**src/source/lcd_pkg.sv**
```systemverilog
/* shared constants and types for the ST7789 240x135 serial LCD design.
   power-up delays are shortened to a fixed wait and are not datasheet timing */

package lcd_pkg;

	// --------------------------------------------------
	// screen and tile geometry
	// --------------------------------------------------
	localparam int SCREEN_WIDTH  = 240;
	localparam int SCREEN_HEIGHT = 135;
	// visible window inside the 240x320 controller ram
	localparam int SCREEN_HOFFS  = 40;
	localparam int SCREEN_VOFFS  = 53;

	localparam int TILE_WIDTH    = 16;
	localparam int TILE_HEIGHT   = 8;

	typedef logic [7:0]  hpix_t;
	typedef logic [7:0]  vpix_t;
	typedef logic [3:0]  tile_x_t;
	typedef logic [4:0]  tile_y_t;
	// rgb565
	typedef logic [15:0] pixel_t;

	localparam pixel_t COLOR_SOLID     = 16'hf800;
	localparam pixel_t COLOR_TILE_EVEN = 16'hffff;
	localparam pixel_t COLOR_TILE_ODD  = 16'h001f;

	// --------------------------------------------------
	// serial bytes
	// --------------------------------------------------
	typedef logic [7:0] byte_t;

	// sleep out, colmod 16 bit, madctl, invert on, normal mode, display on
	localparam int INIT_LEN = 8;
	localparam logic [0:INIT_LEN-1][7:0] INIT_BYTES =
		{8'h11, 8'h3a, 8'h55, 8'h36, 8'h00, 8'h21, 8'h13, 8'h29};
	// one flag per init byte, 1 for data
	localparam logic [0:INIT_LEN-1] INIT_IS_DATA = 8'b0010_1000;

	localparam byte_t CMD_CASET = 8'h2a;
	localparam byte_t CMD_RASET = 8'h2b;
	localparam byte_t CMD_RAMWR = 8'h2c;

	// --------------------------------------------------
	// timing, in clk27 cycles
	// --------------------------------------------------
	localparam int LCD_RST_CYCLES  = 64;
	localparam int LCD_WAIT_CYCLES = 256;
	localparam int DEBOUNCE_BITS   = 10;

	typedef enum logic [2:0] {RESET, WAIT, INIT, WIN, RAMWR, PIXELS, IDLE} seq_state_t;

endpackage

```
**src/source/key_debounce.sv**
```systemverilog
/* keys are active low and idle high; a level counts only after
   2**DEBOUNCE_BITS stable cycles, so short presses are ignored */

module key_debounce (
	input  logic       clk27,
	input  logic       rst_n,
	input  logic [1:0] key,
	output logic       hold,
	output logic       show_tp
);

	// two-flop synchronizer stages
	logic [1:0] sync_a;
	logic [1:0] sync_b;
	// accepted (debounced) key levels, still active low
	logic [1:0] level;
	logic [1:0][lcd_pkg::DEBOUNCE_BITS-1:0] cnt;
	logic [1:0] accept;

	// new level accepted once the counter has run full
	always_comb begin
		for (int i = 0; i < 2; i++) begin
			accept[i] = (sync_b[i] != level[i]) && (&cnt[i]);
		end
	end

	always_ff @(posedge clk27 or negedge rst_n) begin
		if (!rst_n) begin
			sync_a  <= 2'b11;
			sync_b  <= 2'b11;
			level   <= 2'b11;
			cnt     <= '0;
			show_tp <= 1'b0;
		end else begin
			sync_a <= key;
			sync_b <= sync_a;
			for (int i = 0; i < 2; i++) begin
				// any return to the old level restarts the count
				if (sync_b[i] == level[i])
					cnt[i] <= '0;
				else
					cnt[i] <= cnt[i] + 1'b1;
				if (accept[i])
					level[i] <= sync_b[i];
			end
			// toggle on an accepted press of key 1
			if (accept[1] && !sync_b[1])
				show_tp <= ~show_tp;
		end
	end

	// key 0 held down
	assign hold = ~level[0];

endmodule

```
**src/source/lcd_sequencer.sv**
```systemverilog
/* frames repeat without pause unless hold is high; show_tp is only
   sampled at frame start, so a frame never mixes the two sources */

module lcd_sequencer (
	input  logic            clk27,
	input  logic            rst_n,
	input  logic            hold,
	input  logic            show_tp,
	input  logic            busy,
	input  lcd_pkg::pixel_t pixel,
	output logic            lcd_rst_n,
	output lcd_pkg::hpix_t  pix_x,
	output lcd_pkg::vpix_t  pix_y,
	output logic            tp_frame,
	output lcd_pkg::byte_t  tx_byte,
	output logic            tx_is_data,
	output logic            tx_strobe
);

	lcd_pkg::seq_state_t state;
	// cycle count in reset/wait, byte index in init/window,
	// bit 0 selects the pixel half in the pixel state
	logic [8:0] cnt;

	// column and row window bytes, in send order
	function automatic lcd_pkg::byte_t win_byte(input logic [3:0] idx);
		logic [15:0] x0;
		logic [15:0] x1;
		logic [15:0] y0;
		logic [15:0] y1;
		x0 = 16'(lcd_pkg::SCREEN_HOFFS);
		x1 = 16'(lcd_pkg::SCREEN_HOFFS + lcd_pkg::SCREEN_WIDTH - 1);
		y0 = 16'(lcd_pkg::SCREEN_VOFFS);
		y1 = 16'(lcd_pkg::SCREEN_VOFFS + lcd_pkg::SCREEN_HEIGHT - 1);
		case (idx)
			4'd0:    win_byte = lcd_pkg::CMD_CASET;
			4'd1:    win_byte = x0[15:8];
			4'd2:    win_byte = x0[7:0];
			4'd3:    win_byte = x1[15:8];
			4'd4:    win_byte = x1[7:0];
			4'd5:    win_byte = lcd_pkg::CMD_RASET;
			4'd6:    win_byte = y0[15:8];
			4'd7:    win_byte = y0[7:0];
			4'd8:    win_byte = y1[15:8];
			default: win_byte = y1[7:0];
		endcase
	endfunction

	// --------------------------------------------------
	// byte selection
	// --------------------------------------------------
	always_comb begin
		tx_byte    = '0;
		tx_is_data = 1'b1;
		case (state)
			lcd_pkg::INIT: begin
				tx_byte    = lcd_pkg::INIT_BYTES[cnt[$clog2(lcd_pkg::INIT_LEN)-1:0]];
				tx_is_data = lcd_pkg::INIT_IS_DATA[cnt[$clog2(lcd_pkg::INIT_LEN)-1:0]];
			end
			lcd_pkg::WIN: begin
				tx_byte    = win_byte(cnt[3:0]);
				tx_is_data = (cnt[3:0] != 4'd0) && (cnt[3:0] != 4'd5);
			end
			lcd_pkg::RAMWR: begin
				tx_byte    = lcd_pkg::CMD_RAMWR;
				tx_is_data = 1'b0;
			end
			// high byte first
			lcd_pkg::PIXELS: tx_byte = cnt[0] ? pixel[7:0] : pixel[15:8];
			default: ;
		endcase
	end

	// a byte goes out as soon as the shifter is free
	assign tx_strobe = (state inside {lcd_pkg::INIT, lcd_pkg::WIN, lcd_pkg::RAMWR,
		lcd_pkg::PIXELS}) && !busy;

	// --------------------------------------------------
	// state machine
	// --------------------------------------------------
	always_ff @(posedge clk27 or negedge rst_n) begin
		if (!rst_n) begin
			state     <= lcd_pkg::RESET;
			cnt       <= '0;
			lcd_rst_n <= 1'b0;
			pix_x     <= '0;
			pix_y     <= '0;
			tp_frame  <= 1'b0;
		end else begin
			case (state)
				lcd_pkg::RESET: begin
					cnt <= cnt + 1'b1;
					if (cnt == 9'(lcd_pkg::LCD_RST_CYCLES - 1)) begin
						cnt       <= '0;
						lcd_rst_n <= 1'b1;
						state     <= lcd_pkg::WAIT;
					end
				end
				lcd_pkg::WAIT: begin
					cnt <= cnt + 1'b1;
					if (cnt == 9'(lcd_pkg::LCD_WAIT_CYCLES - 1)) begin
						cnt   <= '0;
						state <= lcd_pkg::INIT;
					end
				end
				lcd_pkg::INIT: if (tx_strobe) begin
					cnt <= cnt + 1'b1;
					if (cnt == 9'(lcd_pkg::INIT_LEN - 1))
						state <= lcd_pkg::IDLE;
				end
				// frame start, latch the source and rewind the raster
				lcd_pkg::IDLE: if (!hold) begin
					cnt      <= '0;
					pix_x    <= '0;
					pix_y    <= '0;
					tp_frame <= show_tp;
					state    <= lcd_pkg::WIN;
				end
				lcd_pkg::WIN: if (tx_strobe) begin
					cnt <= cnt + 1'b1;
					if (cnt == 9'd9) begin
						cnt   <= '0;
						state <= lcd_pkg::RAMWR;
					end
				end
				lcd_pkg::RAMWR: if (tx_strobe)
					state <= lcd_pkg::PIXELS;
				lcd_pkg::PIXELS: if (tx_strobe) begin
					cnt[0] <= ~cnt[0];
					// move on only after the low byte
					if (cnt[0]) begin
						if (pix_x == lcd_pkg::hpix_t'(lcd_pkg::SCREEN_WIDTH - 1)) begin
							pix_x <= '0;
							if (pix_y == lcd_pkg::vpix_t'(lcd_pkg::SCREEN_HEIGHT - 1))
								state <= lcd_pkg::IDLE;
							else
								pix_y <= pix_y + 1'b1;
						end else begin
							pix_x <= pix_x + 1'b1;
						end
					end
				end
				default: state <= lcd_pkg::RESET;
			endcase
		end
	end

endmodule

```
**src/source/lcd_serial.sv**
```systemverilog
/* top for the 240x135 ST7789 panel on 4-wire serial, clocked by clk27.
   key 1 toggles the checkerboard, key 0 pauses between frames */

module lcd_serial (
	// main clock
	input  logic       clk27,
	input  logic       rst_n,

	// active-low keys
	input  logic [1:0] key,

	// lcd pins
	output logic       serlcd_ena,
	output logic       serlcd_sel,
	output logic       serlcd_cmd,
	output logic       serlcd_clk,
	output logic       serlcd_out
);

	logic            hold;
	logic            show_tp;
	logic            tp_frame;
	logic            busy;
	logic            tx_is_data;
	logic            tx_strobe;
	lcd_pkg::byte_t  tx_byte;
	lcd_pkg::hpix_t  pix_x;
	lcd_pkg::vpix_t  pix_y;
	lcd_pkg::pixel_t pixel;

	// --------------------------------------------------
	// keys
	// --------------------------------------------------
	key_debounce key_debounce0 (.clk27(clk27), .rst_n(rst_n), .key(key),
		.hold(hold), .show_tp(show_tp));

	// --------------------------------------------------
	// frame sequencing and pixel source
	// --------------------------------------------------
	lcd_sequencer lcd_sequencer0 (.clk27(clk27), .rst_n(rst_n), .hold(hold),
		.show_tp(show_tp), .busy(busy), .pixel(pixel), .lcd_rst_n(serlcd_ena),
		.pix_x(pix_x), .pix_y(pix_y), .tp_frame(tp_frame), .tx_byte(tx_byte),
		.tx_is_data(tx_is_data), .tx_strobe(tx_strobe));

	tile_pattern tile_pattern0 (.clk27(clk27), .rst_n(rst_n), .pix_x(pix_x),
		.pix_y(pix_y), .tp_frame(tp_frame), .pixel(pixel));

	// --------------------------------------------------
	// serial output
	// --------------------------------------------------
	serial_shifter serial_shifter0 (.clk27(clk27), .rst_n(rst_n), .tx_byte(tx_byte),
		.tx_is_data(tx_is_data), .tx_strobe(tx_strobe), .busy(busy),
		.lcd_sel_n(serlcd_sel), .lcd_cmd(serlcd_cmd), .lcd_sclk(serlcd_clk),
		.lcd_sdo(serlcd_out));

endmodule

```
**src/source/serial_shifter.sv**
```systemverilog
/* strobe only while busy is low; serial clock runs at half of clk27,
   data changes with the clock low, mode 0 */

module serial_shifter (
	input  logic           clk27,
	input  logic           rst_n,
	input  lcd_pkg::byte_t tx_byte,
	input  logic           tx_is_data,
	input  logic           tx_strobe,
	output logic           busy,
	output logic           lcd_sel_n,
	output logic           lcd_cmd,
	output logic           lcd_sclk,
	output logic           lcd_sdo
);

	lcd_pkg::byte_t shreg;
	logic [2:0]     bit_cnt;
	// 0 with clock low, 1 with clock high
	logic           phase;

	// --------------------------------------------------
	// bit timing and select
	// --------------------------------------------------
	always_ff @(posedge clk27 or negedge rst_n) begin
		if (!rst_n) begin
			busy      <= 1'b0;
			phase     <= 1'b0;
			bit_cnt   <= '0;
			lcd_sel_n <= 1'b1;
		end else if (tx_strobe) begin
			busy      <= 1'b1;
			phase     <= 1'b0;
			bit_cnt   <= '0;
			lcd_sel_n <= 1'b0;
		end else if (busy) begin
			phase <= ~phase;
			if (phase) begin
				bit_cnt <= bit_cnt + 1'b1;
				// last bit done
				if (bit_cnt == 3'd7)
					busy <= 1'b0;
			end
		end else begin
			// no byte followed right away
			lcd_sel_n <= 1'b1;
		end
	end

	// byte and flag, msb first
	always_ff @(posedge clk27) begin
		if (tx_strobe) begin
			shreg   <= tx_byte;
			lcd_cmd <= tx_is_data;
		end else if (busy && phase) begin
			shreg <= {shreg[6:0], 1'b0};
		end
	end

	assign lcd_sclk = phase;
	assign lcd_sdo  = shreg[7];

endmodule

```
**src/source/tile_pattern.sv**
```systemverilog
/* one pixel of latency; coordinates must stay put for at least
   two cycles before the colour is read */

module tile_pattern (
	input  logic           clk27,
	input  logic           rst_n,
	input  lcd_pkg::hpix_t pix_x,
	input  lcd_pkg::vpix_t pix_y,
	input  logic           tp_frame,
	output lcd_pkg::pixel_t pixel
);

	lcd_pkg::tile_x_t tile_x;
	lcd_pkg::tile_y_t tile_y;
	// wide enough for 14 + 16
	logic [5:0]       tile_sum;
	lcd_pkg::pixel_t  color;

	// --------------------------------------------------
	// tile coordinates
	// --------------------------------------------------
	assign tile_x = lcd_pkg::tile_x_t'(pix_x / lcd_pkg::TILE_WIDTH);
	assign tile_y = lcd_pkg::tile_y_t'(pix_y / lcd_pkg::TILE_HEIGHT);
	assign tile_sum = tile_x + tile_y;

	// checkerboard from the parity of the tile sum
	always_comb begin
		if (!tp_frame)
			color = lcd_pkg::COLOR_SOLID;
		else if (tile_sum[0])
			color = lcd_pkg::COLOR_TILE_ODD;
		else
			color = lcd_pkg::COLOR_TILE_EVEN;
	end

	// --------------------------------------------------
	// output register
	// --------------------------------------------------
	always_ff @(posedge clk27 or negedge rst_n) begin
		if (!rst_n)
			pixel <= '0;
		else
			pixel <= color;
	end

endmodule
```
**config.mk**
```make
export PLATFORM = sky130hd
export DESIGN_NAME = lcd_serial
export DESIGN_NICKNAME = d
export VERILOG_FILES = /design/src/source/lcd_pkg.sv /design/src/source/key_debounce.sv /design/src/source/lcd_sequencer.sv /design/src/source/lcd_serial.sv /design/src/source/serial_shifter.sv /design/src/source/tile_pattern.sv
export SDC_FILE = /design/constraint.sdc
export NUM_CORES = 1
export LEC_CHECK = 0
export BUFFER_PORTS_ARGS = -buffer_cell sky130_fd_sc_hd__buf_4
export CORE_AREA = 2 2 87 89
export DETAILED_ROUTE_END_ITERATION = 16
export DIE_AREA = 0 0 89 91
export GPL_TIMING_DRIVEN = 0
export PLACE_DENSITY_LB_ADDON = 0.15
export SLEW_MARGIN = 10
export SYNTH_ARGS = -nofsm -noshare
export SYNTH_HDL_FRONTEND = slang
export SYNTH_SLANG_ARGS = --single-unit
export TNS_END_PERCENT = 100
```
**constraint.sdc**
```tcl
create_clock -name clk27 -period 6.96 [get_ports clk27]
set_input_delay 1.392 -clock clk27 [delete_from_list [all_inputs] [get_ports clk27]]
set_output_delay 1.392 -clock clk27 [all_outputs]
set_load 0.03 [all_outputs]
```
After elaboration in Yosys (flattened, before gate mapping)
Memories as Yosys holds them, arrays and structs flattened.
Cells that the tools add are included.
{"block": "word_totals", "regBits": 88, "romBits": 184, "in_bits": 4, "out_inout_bits": 5, "wordCells": 151, "n_memories": 3}
{"memory": "(name not given)", "words": 16, "word_bits": 7, "rd": 1, "rd_ports_with_merged_regs": 0, "write_ports": 0, "line_no": "lcd_sequencer.sv:35", "text": "case (idx)"}
{"memory": "(name not given)", "words": 8, "word_bits": 8, "rd": 1, "rd_ports_with_merged_regs": 0, "write_ports": 0, "line_no": "lcd_sequencer.sv:57", "text": "tx_byte = lcd_pkg::INIT_BYTES[cnt[$clog2(lcd_pkg::INIT_LEN)-1:0]];"}
{"memory": "(name not given)", "words": 8, "word_bits": 1, "rd": 1, "rd_ports_with_merged_regs": 0, "write_ports": 0, "line_no": "lcd_sequencer.sv:58", "text": "tx_is_data = lcd_pkg::INIT_IS_DATA[cnt[$clog2(lcd_pkg::INIT_LEN)-1:0]];"}
{"block": "op_classes", "n_addsub": 7, "magnitude_cmp": 1, "eq_ne": 32, "mux": 56, "n_bitwise": 4, "n_reduce_logical": 27}
{"operator": "$mux 8", "n": 13}
{"operator": "$mux 9", "n": 6}
{"operator": "$mux 3", "n": 15}
{"operator": "$pmux 8 s5", "n": 1}
{"operator": "$mux 16", "n": 2}
{"operator": "$pmux 8 s2", "n": 2}
{"operator": "$pmux 8 s4", "n": 1}
{"operator": "$pmux 3 s7", "n": 1}
{"operator": "$add 10x1->10 const B", "n": 2}
{"operator": "$mux 10", "n": 2}
{"operator": "$reduce_and 10->1", "n": 2}
{"operator": "$add 8x1->8 const B", "n": 2}
{"operator": "$eq 8x8->1 const B", "n": 2}
{"operator": "$ne 2x1->1 const B", "n": 7}
{"operator": "$ne 2x2->1 const B", "n": 7}
{"operator": "$eq 3x3->1 const B", "n": 4}
{"operator": "$reduce_and 12->1", "n": 1}
{"operator": "$mux 1", "n": 11}
{"operator": "$add 9x1->9 const B", "n": 1}
{"operator": "$eq 9x3->1 const B", "n": 1}
{"operator": "$eq 9x4->1 const B", "n": 1}
{"operator": "$eq 9x6->1 const B", "n": 1}
{"operator": "$eq 9x8->1 const B", "n": 1}
{"operator": "$reduce_and 4->1", "n": 2}
{"operator": "other kinds (22)", "n": 39}

Longest topological paths before layout
Gate-level depths: netlist of the first run.
{"block": "depth", "depth_word": 6, "ltp_mapped": 11, "mapped_depth_nobuf": 11}

Modules after synthesis
Synthesis of the first run repeated with hierarchy kept, for this count alone.
{"block": "unflattened", "cells_unflattened": 467, "area_unflattened_um2": 4538.1}
{"module": "lcd_sequencer", "n_inst": 1, "cells_per_inst": 297, "area_per_inst_um2": 2478.6, "seq_area_each_um2": 750.7}
{"module": "key_debounce", "n_inst": 1, "cells_per_inst": 105, "area_per_inst_um2": 1164.9, "seq_area_each_um2": 683.2}
{"module": "serial_shifter", "n_inst": 1, "cells_per_inst": 46, "area_per_inst_um2": 700.7, "seq_area_each_um2": 421.7}
{"module": "tile_pattern", "n_inst": 1, "cells_per_inst": 19, "area_per_inst_um2": 193.9, "seq_area_each_um2": 75.1}

Worst setup path before layout of the first run
No wires, ideal clock.
{"block": "synth_timing", "path_type": "reg-to-reg", "start": "register lcd_sequencer0.cnt[0]", "end": "register lcd_sequencer0.cnt[2]", "setup_time_ns": 0.066, "arrival_time_ns": 2.157, "required_ns": 6.894, "path_slack_ns": 4.737, "stages_incl_launch_ff": 12, "path_buffers": 0, "synth_period_minus_slack_ns": 2.223, "path_cell_list": "dfrtp_1 -> ha_1 -> and3_1 -> and3_1 -> nand3_1 -> inv_1 -> ha_1 -> nor4bb_1 -> a21oi_1 -> o211ai_2 -> nor2_1 -> a22o_1"}
{"block": "synth_between", "elab_chain_cells": 4, "elab_cells_between_ends": 10, "classes_between": "add/sub (1); eq/ne (3); mux (6)"}
{"item": "start, declared", "line_no": "lcd_sequencer.sv:23", "text": "logic [8:0] cnt;"}
{"item": "start signal, assigned", "line_no": "lcd_sequencer.sv:92", "text": "cnt <= cnt + 1'b1;"}
{"item": "start signal, assigned", "line_no": "lcd_sequencer.sv:100", "text": "cnt <= cnt + 1'b1;"}
{"item": "start signal, assigned", "line_no": "lcd_sequencer.sv:107", "text": "cnt <= cnt + 1'b1;"}
{"item": "$add 9x1->9 or $eq 9x4->1 (tied branches)"}
{"item": "$mux 9", "line_no": "lcd_sequencer.sv:121", "text": "if (cnt == 9'd9) begin"}
{"item": "$mux 9", "line_no": "lcd_sequencer.sv:119", "text": "lcd_pkg::WIN: if (tx_strobe) begin"}
{"item": "$pmux 8 s5 *", "line_no": "lcd_sequencer.sv:90", "text": "case (state)"}
Mark *: on every way between the ends. The rest lies on a longest branch, timed or not. The select of a mux whose other input is x is not followed.
A chain may end at the register's enable or synchronous reset.

Worst setup path after layout of the first run
Ends and elaborated chain as after synthesis.

==> results of run 1 <==
[state kept, by name, summed over array words and instances (netlist names), 3 cells and up]
| signal | cells |
|---|---|
| key_debounce0.cnt | 20 |
| lcd_sequencer0.cnt | 9 |
| lcd_sequencer0.pix_x | 8 |
| lcd_sequencer0.pix_y | 8 |
| serial_shifter0.shreg | 8 |
| lcd_sequencer0.state | 3 |
| serial_shifter0.bit_cnt | 3 |
| tile_pattern0.pixel | 3 |
[worst max-delay path, stage by stage, from the launching register on]
cell and delay, ps:
dfrtp_1 500, ha_1 280, and3_1 220, and3_1 210
nand3_1 110, inv_1 50, ha_1 190, nor4bb_1 140
a21oi_1 190, o211ai_2 210, nor2_1 280, a22o_1 190
[synthesized netlist by cell type (all sizes together), types with 2 or more instances]
master  count
a211oi      2
a21boi      2
a21o        4
a21oi      22
a22o        4
a22oi       3
a31oi       3
and3        9
and4b       3
buf        13
clkbuf      4
dfrtp      59
dfstp       7
edfxtp      9
ha         15
inv        15
mux2        5
mux2i       9
nand2      31
nand2b      9
nand3      19
nand3b      4
nand4      10
nor2       48
nor2b       9
nor3        7
nor3b       2
nor4bb      2
o211ai      5
o21a        3
o21ai      29
o22ai       3
o31ai       3
or2         2
or3         6
xnor2      11
xor2       18
[cells by family (layout without fill, tap and decap cells)]
kind of cell,Yosys count,in the layout,synth area share
simple gates,166,166,0.212
compound gates,92,92,0.148
flops,75,75,0.465
buf+inv,32,56,0.0332
xor+xnor,29,29,0.0612
fa+ha+maj,15,15,0.0452
mux,14,14,0.0353
[report_power, final]
| group | internal [mW] | total [mW] | switching [mW] |
|---|---|---|---|
| clock network | 0.179 | 0.350 | 0.171 |
| registers | 0.447 | 0.449 | 0.00254 |
| logic | 0.00413 | 0.0147 | 0.0106 |
| total | 0.630 | 0.814 | 0.184 |
[metrics by stage]
stage,worst slack [ps],cells,utilization
finish,4330,546,0.637
global route,4170,546,0.637
CTS,4330,546,0.637
detailed placement,4360,530,0.607
global placement,4370,530,0.607
floorplan,4740,423,-
[final cells by class]
cell class | instances | share of cell area
Buffer | 17 | 0.0179
Inverter | 15 | 0.0124
Clock buffer | 10 | 0.0303
Timing Repair Buffer | 8 | 0.0132
Multi-Input combinational cell | 316 | 0.458
Clock inverter | 6 | 0.0160
Sequential cell | 75 | 0.425
Tap cell | 99 | 0.0273
[routing by layer]
metal / share of wire / GRT usage
met1: 0.47 / 0.293
met2: 0.47 / 0.336
met3: 0.043 / 0.0345
met4: 0.018 / 0.0945
met5: 0 / 0
[worst min-delay path by stage]
stage,startpoint,end,cells after the start
after detailed placement,key_debounce0.sync_a[0]$_DFF_PN1_,key_debounce0.sync_b[0]$_DFF_PN1_,0
final,key_debounce0.sync_a[0]$_DFF_PN1_,key_debounce0.sync_b[0]$_DFF_PN1_,0
after global placement,key_debounce0.sync_a[1]$_DFF_PN1_,key_debounce0.sync_b[1]$_DFF_PN1_,0
after global routing,key_debounce0.sync_a[1]$_DFF_PN1_,key_debounce0.sync_b[1]$_DFF_PN1_,0
after CTS,key_debounce0.sync_a[0]$_DFF_PN1_,key_debounce0.sync_b[0]$_DFF_PN1_,0
after floorplan,key_debounce0.sync_a[0]$_DFF_PN1_,key_debounce0.sync_b[0]$_DFF_PN1_,0
==> flow_metrics.tcl, run 1 <==
set metrics [dict create \
    synth_area_leader_cell "dfrtp_1" \
    diodes 0 \
    dieArea_mm2 0.00810 \
    place_area_mm2 0.00433 \
    cp-end-kind "flip-flop" \
    synth_warnings 0 \
    clockRootBuffer "clkbuf_8" \
    r2r-end "lcd_sequencer0.cnt[2]$_DFFE_PN0P_" \
    arrival_ps 2920 \
    grt_usage 0.215 \
    vias_per_cell 5.70 \
    wl_um 7930 \
    grt.overflow.total 0 \
    rsz0062_at_grt "false" \
    rows 31 \
    synthCells 423 \
    clock_path_buffers 2 \
    vias 3110 \
    drtPass1Iterations 4 \
    fillers 604 \
    cts_max_level 3 \
    crit_start "lcd_sequencer0.cnt[0]$_DFFE_PN0P_" \
    drive_gt1_frac 0.132 \
    cts_hold_buf 0 \
    mostFrequentLayoutCell "dfrtp_1" \
    synth_edf_count 9 \
    synth_top_area_share 0.356 \
    wl_per_cell_um 14.5 \
    pin_count 9 \
    syn_avg_cell_area_um2 9.81 \
    crit_fanout 8 \
    setup_violations 0 \
    multi_input_area_mm2 0.00208 \
    final_cell_area_mm2 0.00454 \
    final_cell_mix "dfrtp_1 (59), nor2_1 (48), nand2_1 (31), o21ai_0 (25), a21oi_1 (22)" \
    total_power_mw 0.814 \
    syn_area_mm2 0.00415 \
    hp-class "flip-flop to flip-flop" \
    ys_async_sr_fraction 0.880 \
    regArea_mm2 0.00193 \
    grt_start_max_net_pins 67 \
    tightestPinTransition_ps 816 \
    finalCritPeriodShare 0.378 \
    cp-start-kind "flip-flop" \
    fmax_mhz 380 \
    grt_pass1_vias 3127 \
    nNetsFinal 461 \
    syn_nets 442 \
    area_growth_pct 9.50 \
    finalSetupTns_ps 0 \
    hold_ws_ps 359 \
    skew_ps 8.49 \
    cp.required_ps 7250 \
    timing.rr.start "lcd_sequencer0.cnt[0]$_DFFE_PN0P_" \
    relSlewSlack 0.452 \
    drtAntennaViolNets 0 \
    place.gp.congestion 0.913 \
    ir_drop_uv 126 \
    critical_path_class "flip-flop to flip-flop" \
    numClockSinks 75 \
    max_cap_violations 0 \
    synth_area_leaders "dfrtp_1 (36%), edfxtp_1 (6.5%), ha_1 (4.5%), dfstp_2 (4.4%), nor2_1 (4.3%)" \
    reg2reg_depth 11 \
    cts_tree "done" \
    ys_seq_area_frac 0.465 \
    drcViolationCount 0 \
    powerDensity_mw_per_mm2 179 \
    io_buffers 8 \
    cts_setup_buffers 0 \
    die_h_um 91 \
    place_hpwl_um 5560 \
    cts_buffers 9 \
    insertion_delay_ps 350 \
    synth_ff_type "dfrtp_1" \
    hold_violations 0 \
    drt_iter0_drc 194 \
    ys_ff_latch 75 \
    floorplan.initialDensity 0.582 \
    crit_path_end "lcd_sequencer0.cnt[2]$_DFFE_PN0P_" \
    status "finished, final reports clean" \
    grt_pass1_wl_um 14000 \
    finalMaxSlewViolations 0 \
    r2r_setup_slack_ps 4330 \
    clk_pin_slew_ps 80 \
    postCtsResizedCells 0 \
    yosysUniqueCellTypes 64 \
    p_leak_nw 1.99 \
    core_mm2 0.00714 \
    period_minus_slack_ps 2630 \
    die_x_um 89 \
    antenna_found_initial 0 \
]
No activity file was read; power rests on OpenSTA's default activity.
==> run 2, diff against run 1 <==
--- a/config.mk
+++ b/config.mk
@@ -5,10 +5,11 @@
 export SDC_FILE = /design/constraint.sdc
 export NUM_CORES = 1
 export LEC_CHECK = 0
+export ABC_AREA = 1
 export BUFFER_PORTS_ARGS = -buffer_cell sky130_fd_sc_hd__buf_4
-export CORE_AREA = 2 2 87 89
+export CORE_AREA = 2 2 90 92
 export DETAILED_ROUTE_END_ITERATION = 16
-export DIE_AREA = 0 0 89 91
+export DIE_AREA = 0 0 92 94
 export GPL_TIMING_DRIVEN = 0
 export PLACE_DENSITY_LB_ADDON = 0.15
 export SLEW_MARGIN = 10
==> constraint.sdc (replaced) <==
create_clock -name clk27 -period 2.3 [get_ports clk27]
set_input_delay 0.46 -clock clk27 [delete_from_list [all_inputs] [get_ports clk27]]
set_output_delay 0.46 -clock clk27 [all_outputs]
set_load 0.03 [all_outputs]
==> run 2 against run 1 <==
  * Wire length increased by 2.7%
  * Worst hold slack got worse by 160 ps
  * Synthesized area increased by 2.0%
  * Utilization decreased by 2.5 points
  * Critical path type unchanged
  * Highest routed layer unchanged
==> flow_metrics.tcl, run 2 <==
set metrics [dict create \
    grt_pass1_wl_um 14500 \
    finalCritPeriodShare 0.921 \
    yosysUniqueCellTypes 36 \
    drive_gt1_frac 0.114 \
    synth_top_area_share 0.349 \
    reg2reg_depth 13 \
    total_power_mw 2.46 \
    clk_pin_slew_ps 90 \
    syn_area_mm2 0.00423 \
    multi_input_area_mm2 0.00201 \
    grt_usage 0.207 \
    core_mm2 0.00761 \
    synth_ff_type "dfrtp_1" \
    wl_um 8140 \
    finalSetupTns_ps 0 \
    grt.overflow.total 0 \
    powerDensity_mw_per_mm2 527 \
    crit_fanout 6 \
    insertion_delay_ps 350 \
    cts_max_level 3 \
    p_leak_nw 2.21 \
    finalMaxSlewViolations 0 \
    synth_area_leader_cell "dfrtp_1" \
    synth_warnings 0 \
    nNetsFinal 586 \
    fmax_mhz 472 \
    relSlewSlack 0.443 \
    syn_nets 566 \
    ir_drop_uv 250 \
    place.gp.congestion 0.901 \
    cts_buffers 9 \
    regMostFlops "key_debounce0.cnt" \
    arrival_ps 2360 \
    vias_per_cell 5.22 \
    floorplan.initialDensity 0.556 \
    setup_violations 0 \
    die_h_um 94 \
    mostFrequentLayoutCell "nand2_1" \
    syn_avg_cell_area_um2 7.74 \
    final_cell_area_mm2 0.00465 \
    drtAntennaViolNets 0 \
    diodes 0 \
    place_hpwl_um 5720 \
    regArea_mm2 0.00193 \
    drtPass1Iterations 5 \
    final_cell_mix "nand2_1 (127), nor2_1 (93), inv_1 (62), dfrtp_1 (57), nand3_1 (31)" \
    numClockSinks 75 \
    yosysMostFrequentCell "nand2_1" \
    rows 32 \
    antenna_found_initial 0 \
    synth_common_cells "nand2_1 (127), nor2_1 (95), inv_1 (62), dfrtp_1 (59), nand3_1 (32)" \
    ys_async_sr_fraction 0.880 \
    dieArea_mm2 0.00865 \
    ys_seq_area_frac 0.456 \
    vias 3520 \
    synthCells 547 \
    synth_area_leaders "dfrtp_1 (35%), nand2_1 (11%), nor2_1 (8.4%), edfxtp_1 (6.4%), inv_1 (5.5%)" \
    die_x_um 92 \
    drt_iter0_drc 234 \
    tightestPinTransition_ps 835 \
    hp-class "input pin to asynchronous set/reset pin" \
    cts_tree "done" \
    ys_ff_latch 75 \
    clockRootBuffer "clkbuf_8" \
    place_area_mm2 0.00442 \
    fillers 662 \
    cp-end-kind "flip-flop" \
    grt_pass1_vias 3383 \
    clock_path_buffers 2 \
    hold_ws_ps 203 \
    drcViolationCount 0 \
    period_minus_slack_ps 2120 \
    io_buffers 8 \
    largest_register_ff_count 20 \
    synth_edf_count 9 \
    max_cap_violations 0 \
    critical_path_class "flip-flop to flip-flop" \
    pin_count 9 \
    area_growth_pct 9.96 \
    skew_ps 11.6 \
    cts_hold_buf 0 \
    status "finished, final reports clean" \
    hold_violations 0 \
    cp.required_ps 2540 \
    reg_top3 "key_debounce0.cnt: 20 flops, lcd_sequencer0.cnt: 9 flops" \
    grt_start_max_net_pins 67 \
    wl_per_cell_um 12.1 \
    cp-start-kind "flip-flop" \
]
## run 2: cell types whose count changed in the layout (fill, tap and decap cells not counted), moves of 8 or more
| cell | before | now |
|---|---|---|
| nand2_1 | 31 | 127 |
| inv_1 | 14 | 62 |
| nor2_1 | 48 | 93 |
| nand3_1 | 18 | 31 |
| and3_1 | 9 | 0 |
| buf_2 | 11 | 2 |
| mux2i_1 | 9 | 0 |
| nand2b_1 | 9 | 0 |
| nor2b_1 | 9 | 0 |
| xnor2_1 | 11 | 3 |
## run 2: critical path, cell delays in order (launching register included)
cell and delay (ps):
dfrtp_2 420, ha_1 200, nand3_1 120, nor2_2 120
nand2_1 90, nor3_2 230, ha_1 190, nor2_1 50
nor2_1 120, nand2_1 100, nor2_4 150, nand3_2 100
nand2_1 80, nand2_1 50
## run 2: worst paths after layout
| kind | from | endpoint | slack (ps) |
|---|---|---|---|
| worst max-delay path | lcd_sequencer0.cnt[1]$_DFFE_PN0P_ | lcd_sequencer0.state[2]$_DFFE_PN0P_ | 180 |
| worst min-delay path | rst_n | key_debounce0.cnt[5]$_DFF_PN0_ | 200 |
| worst max register to register | lcd_sequencer0.cnt[1]$_DFFE_PN0P_ | lcd_sequencer0.state[2]$_DFFE_PN0P_ | 180 |
| worst min register to register | key_debounce0.sync_a[1]$_DFF_PN1_ | key_debounce0.sync_b[1]$_DFF_PN1_ | 360 |
| max in group asynchronous | rst_n | lcd_sequencer0.cnt[1]$_DFFE_PN0P_ | 1510 |
| min in group clk27 | key[1] | key_debounce0.sync_a[1]$_DFF_PN1_ | 210 |
## run 2: cell families after synthesis
| kind of cell | count (synthesis) | share of synthesized area |
|---|---|---|
| adder cells (fa/ha/maj) | 15 | 0.0443 |
| buffers and inverters | 74 | 0.0748 |
| AO/OA/AOI/OAI | 70 | 0.0866 |
| XOR/XNOR | 15 | 0.0310 |
| AND/OR/NAND/NOR | 298 | 0.307 |
| flip-flops | 75 | 0.456 |
## run 2: area by class of cell
class / instances / area share
timing repair buffer: 9 / 0.0145
buffer: 8 / 0.0142
clock inverter: 5 / 0.0126
tap: 102 / 0.0274
clock buffer: 11 / 0.0304
inverter: 66 / 0.0538
multi-input combinational: 398 / 0.432
sequential: 75 / 0.415
## run 2: per-stage QoR
stage               utilization  worst slack, ps  std cells
floorplan                     -              302        547
global route              0.612            -31.0        674
CTS                       0.609             2.49        674
detailed placement        0.581             -142        657
finish                    0.612              181        674
global placement          0.581             -105        657
## run 2: routing by layer
layer  vias to the layer above  share of wire  wire, µm  track usage
met5                         -              0         0            0
met4                         0          0.014       113       0.0734
met3                        11          0.039       315       0.0425
met2                        80           0.46      3780        0.341
met1                      1629           0.48      3940        0.273
li1                       1800              -         -            -
## run 2: timing repair
item                                    CTS  global route
endpoints found under the setup margin   10            10
setup buffers                             1             0
cloned                                    0             0
gates resized for setup                   1             7
pin swaps                                 0             1
## run 2: report_power, final
| group | switching [mW] | internal (mW) | total (mW) |
|---|---|---|---|
| Combinational | 0.0360 | 0.0121 | 0.0481 |
| Clock | 0.509 | 0.538 | 1.05 |
| Sequential | 0.00858 | 1.35 | 1.36 |
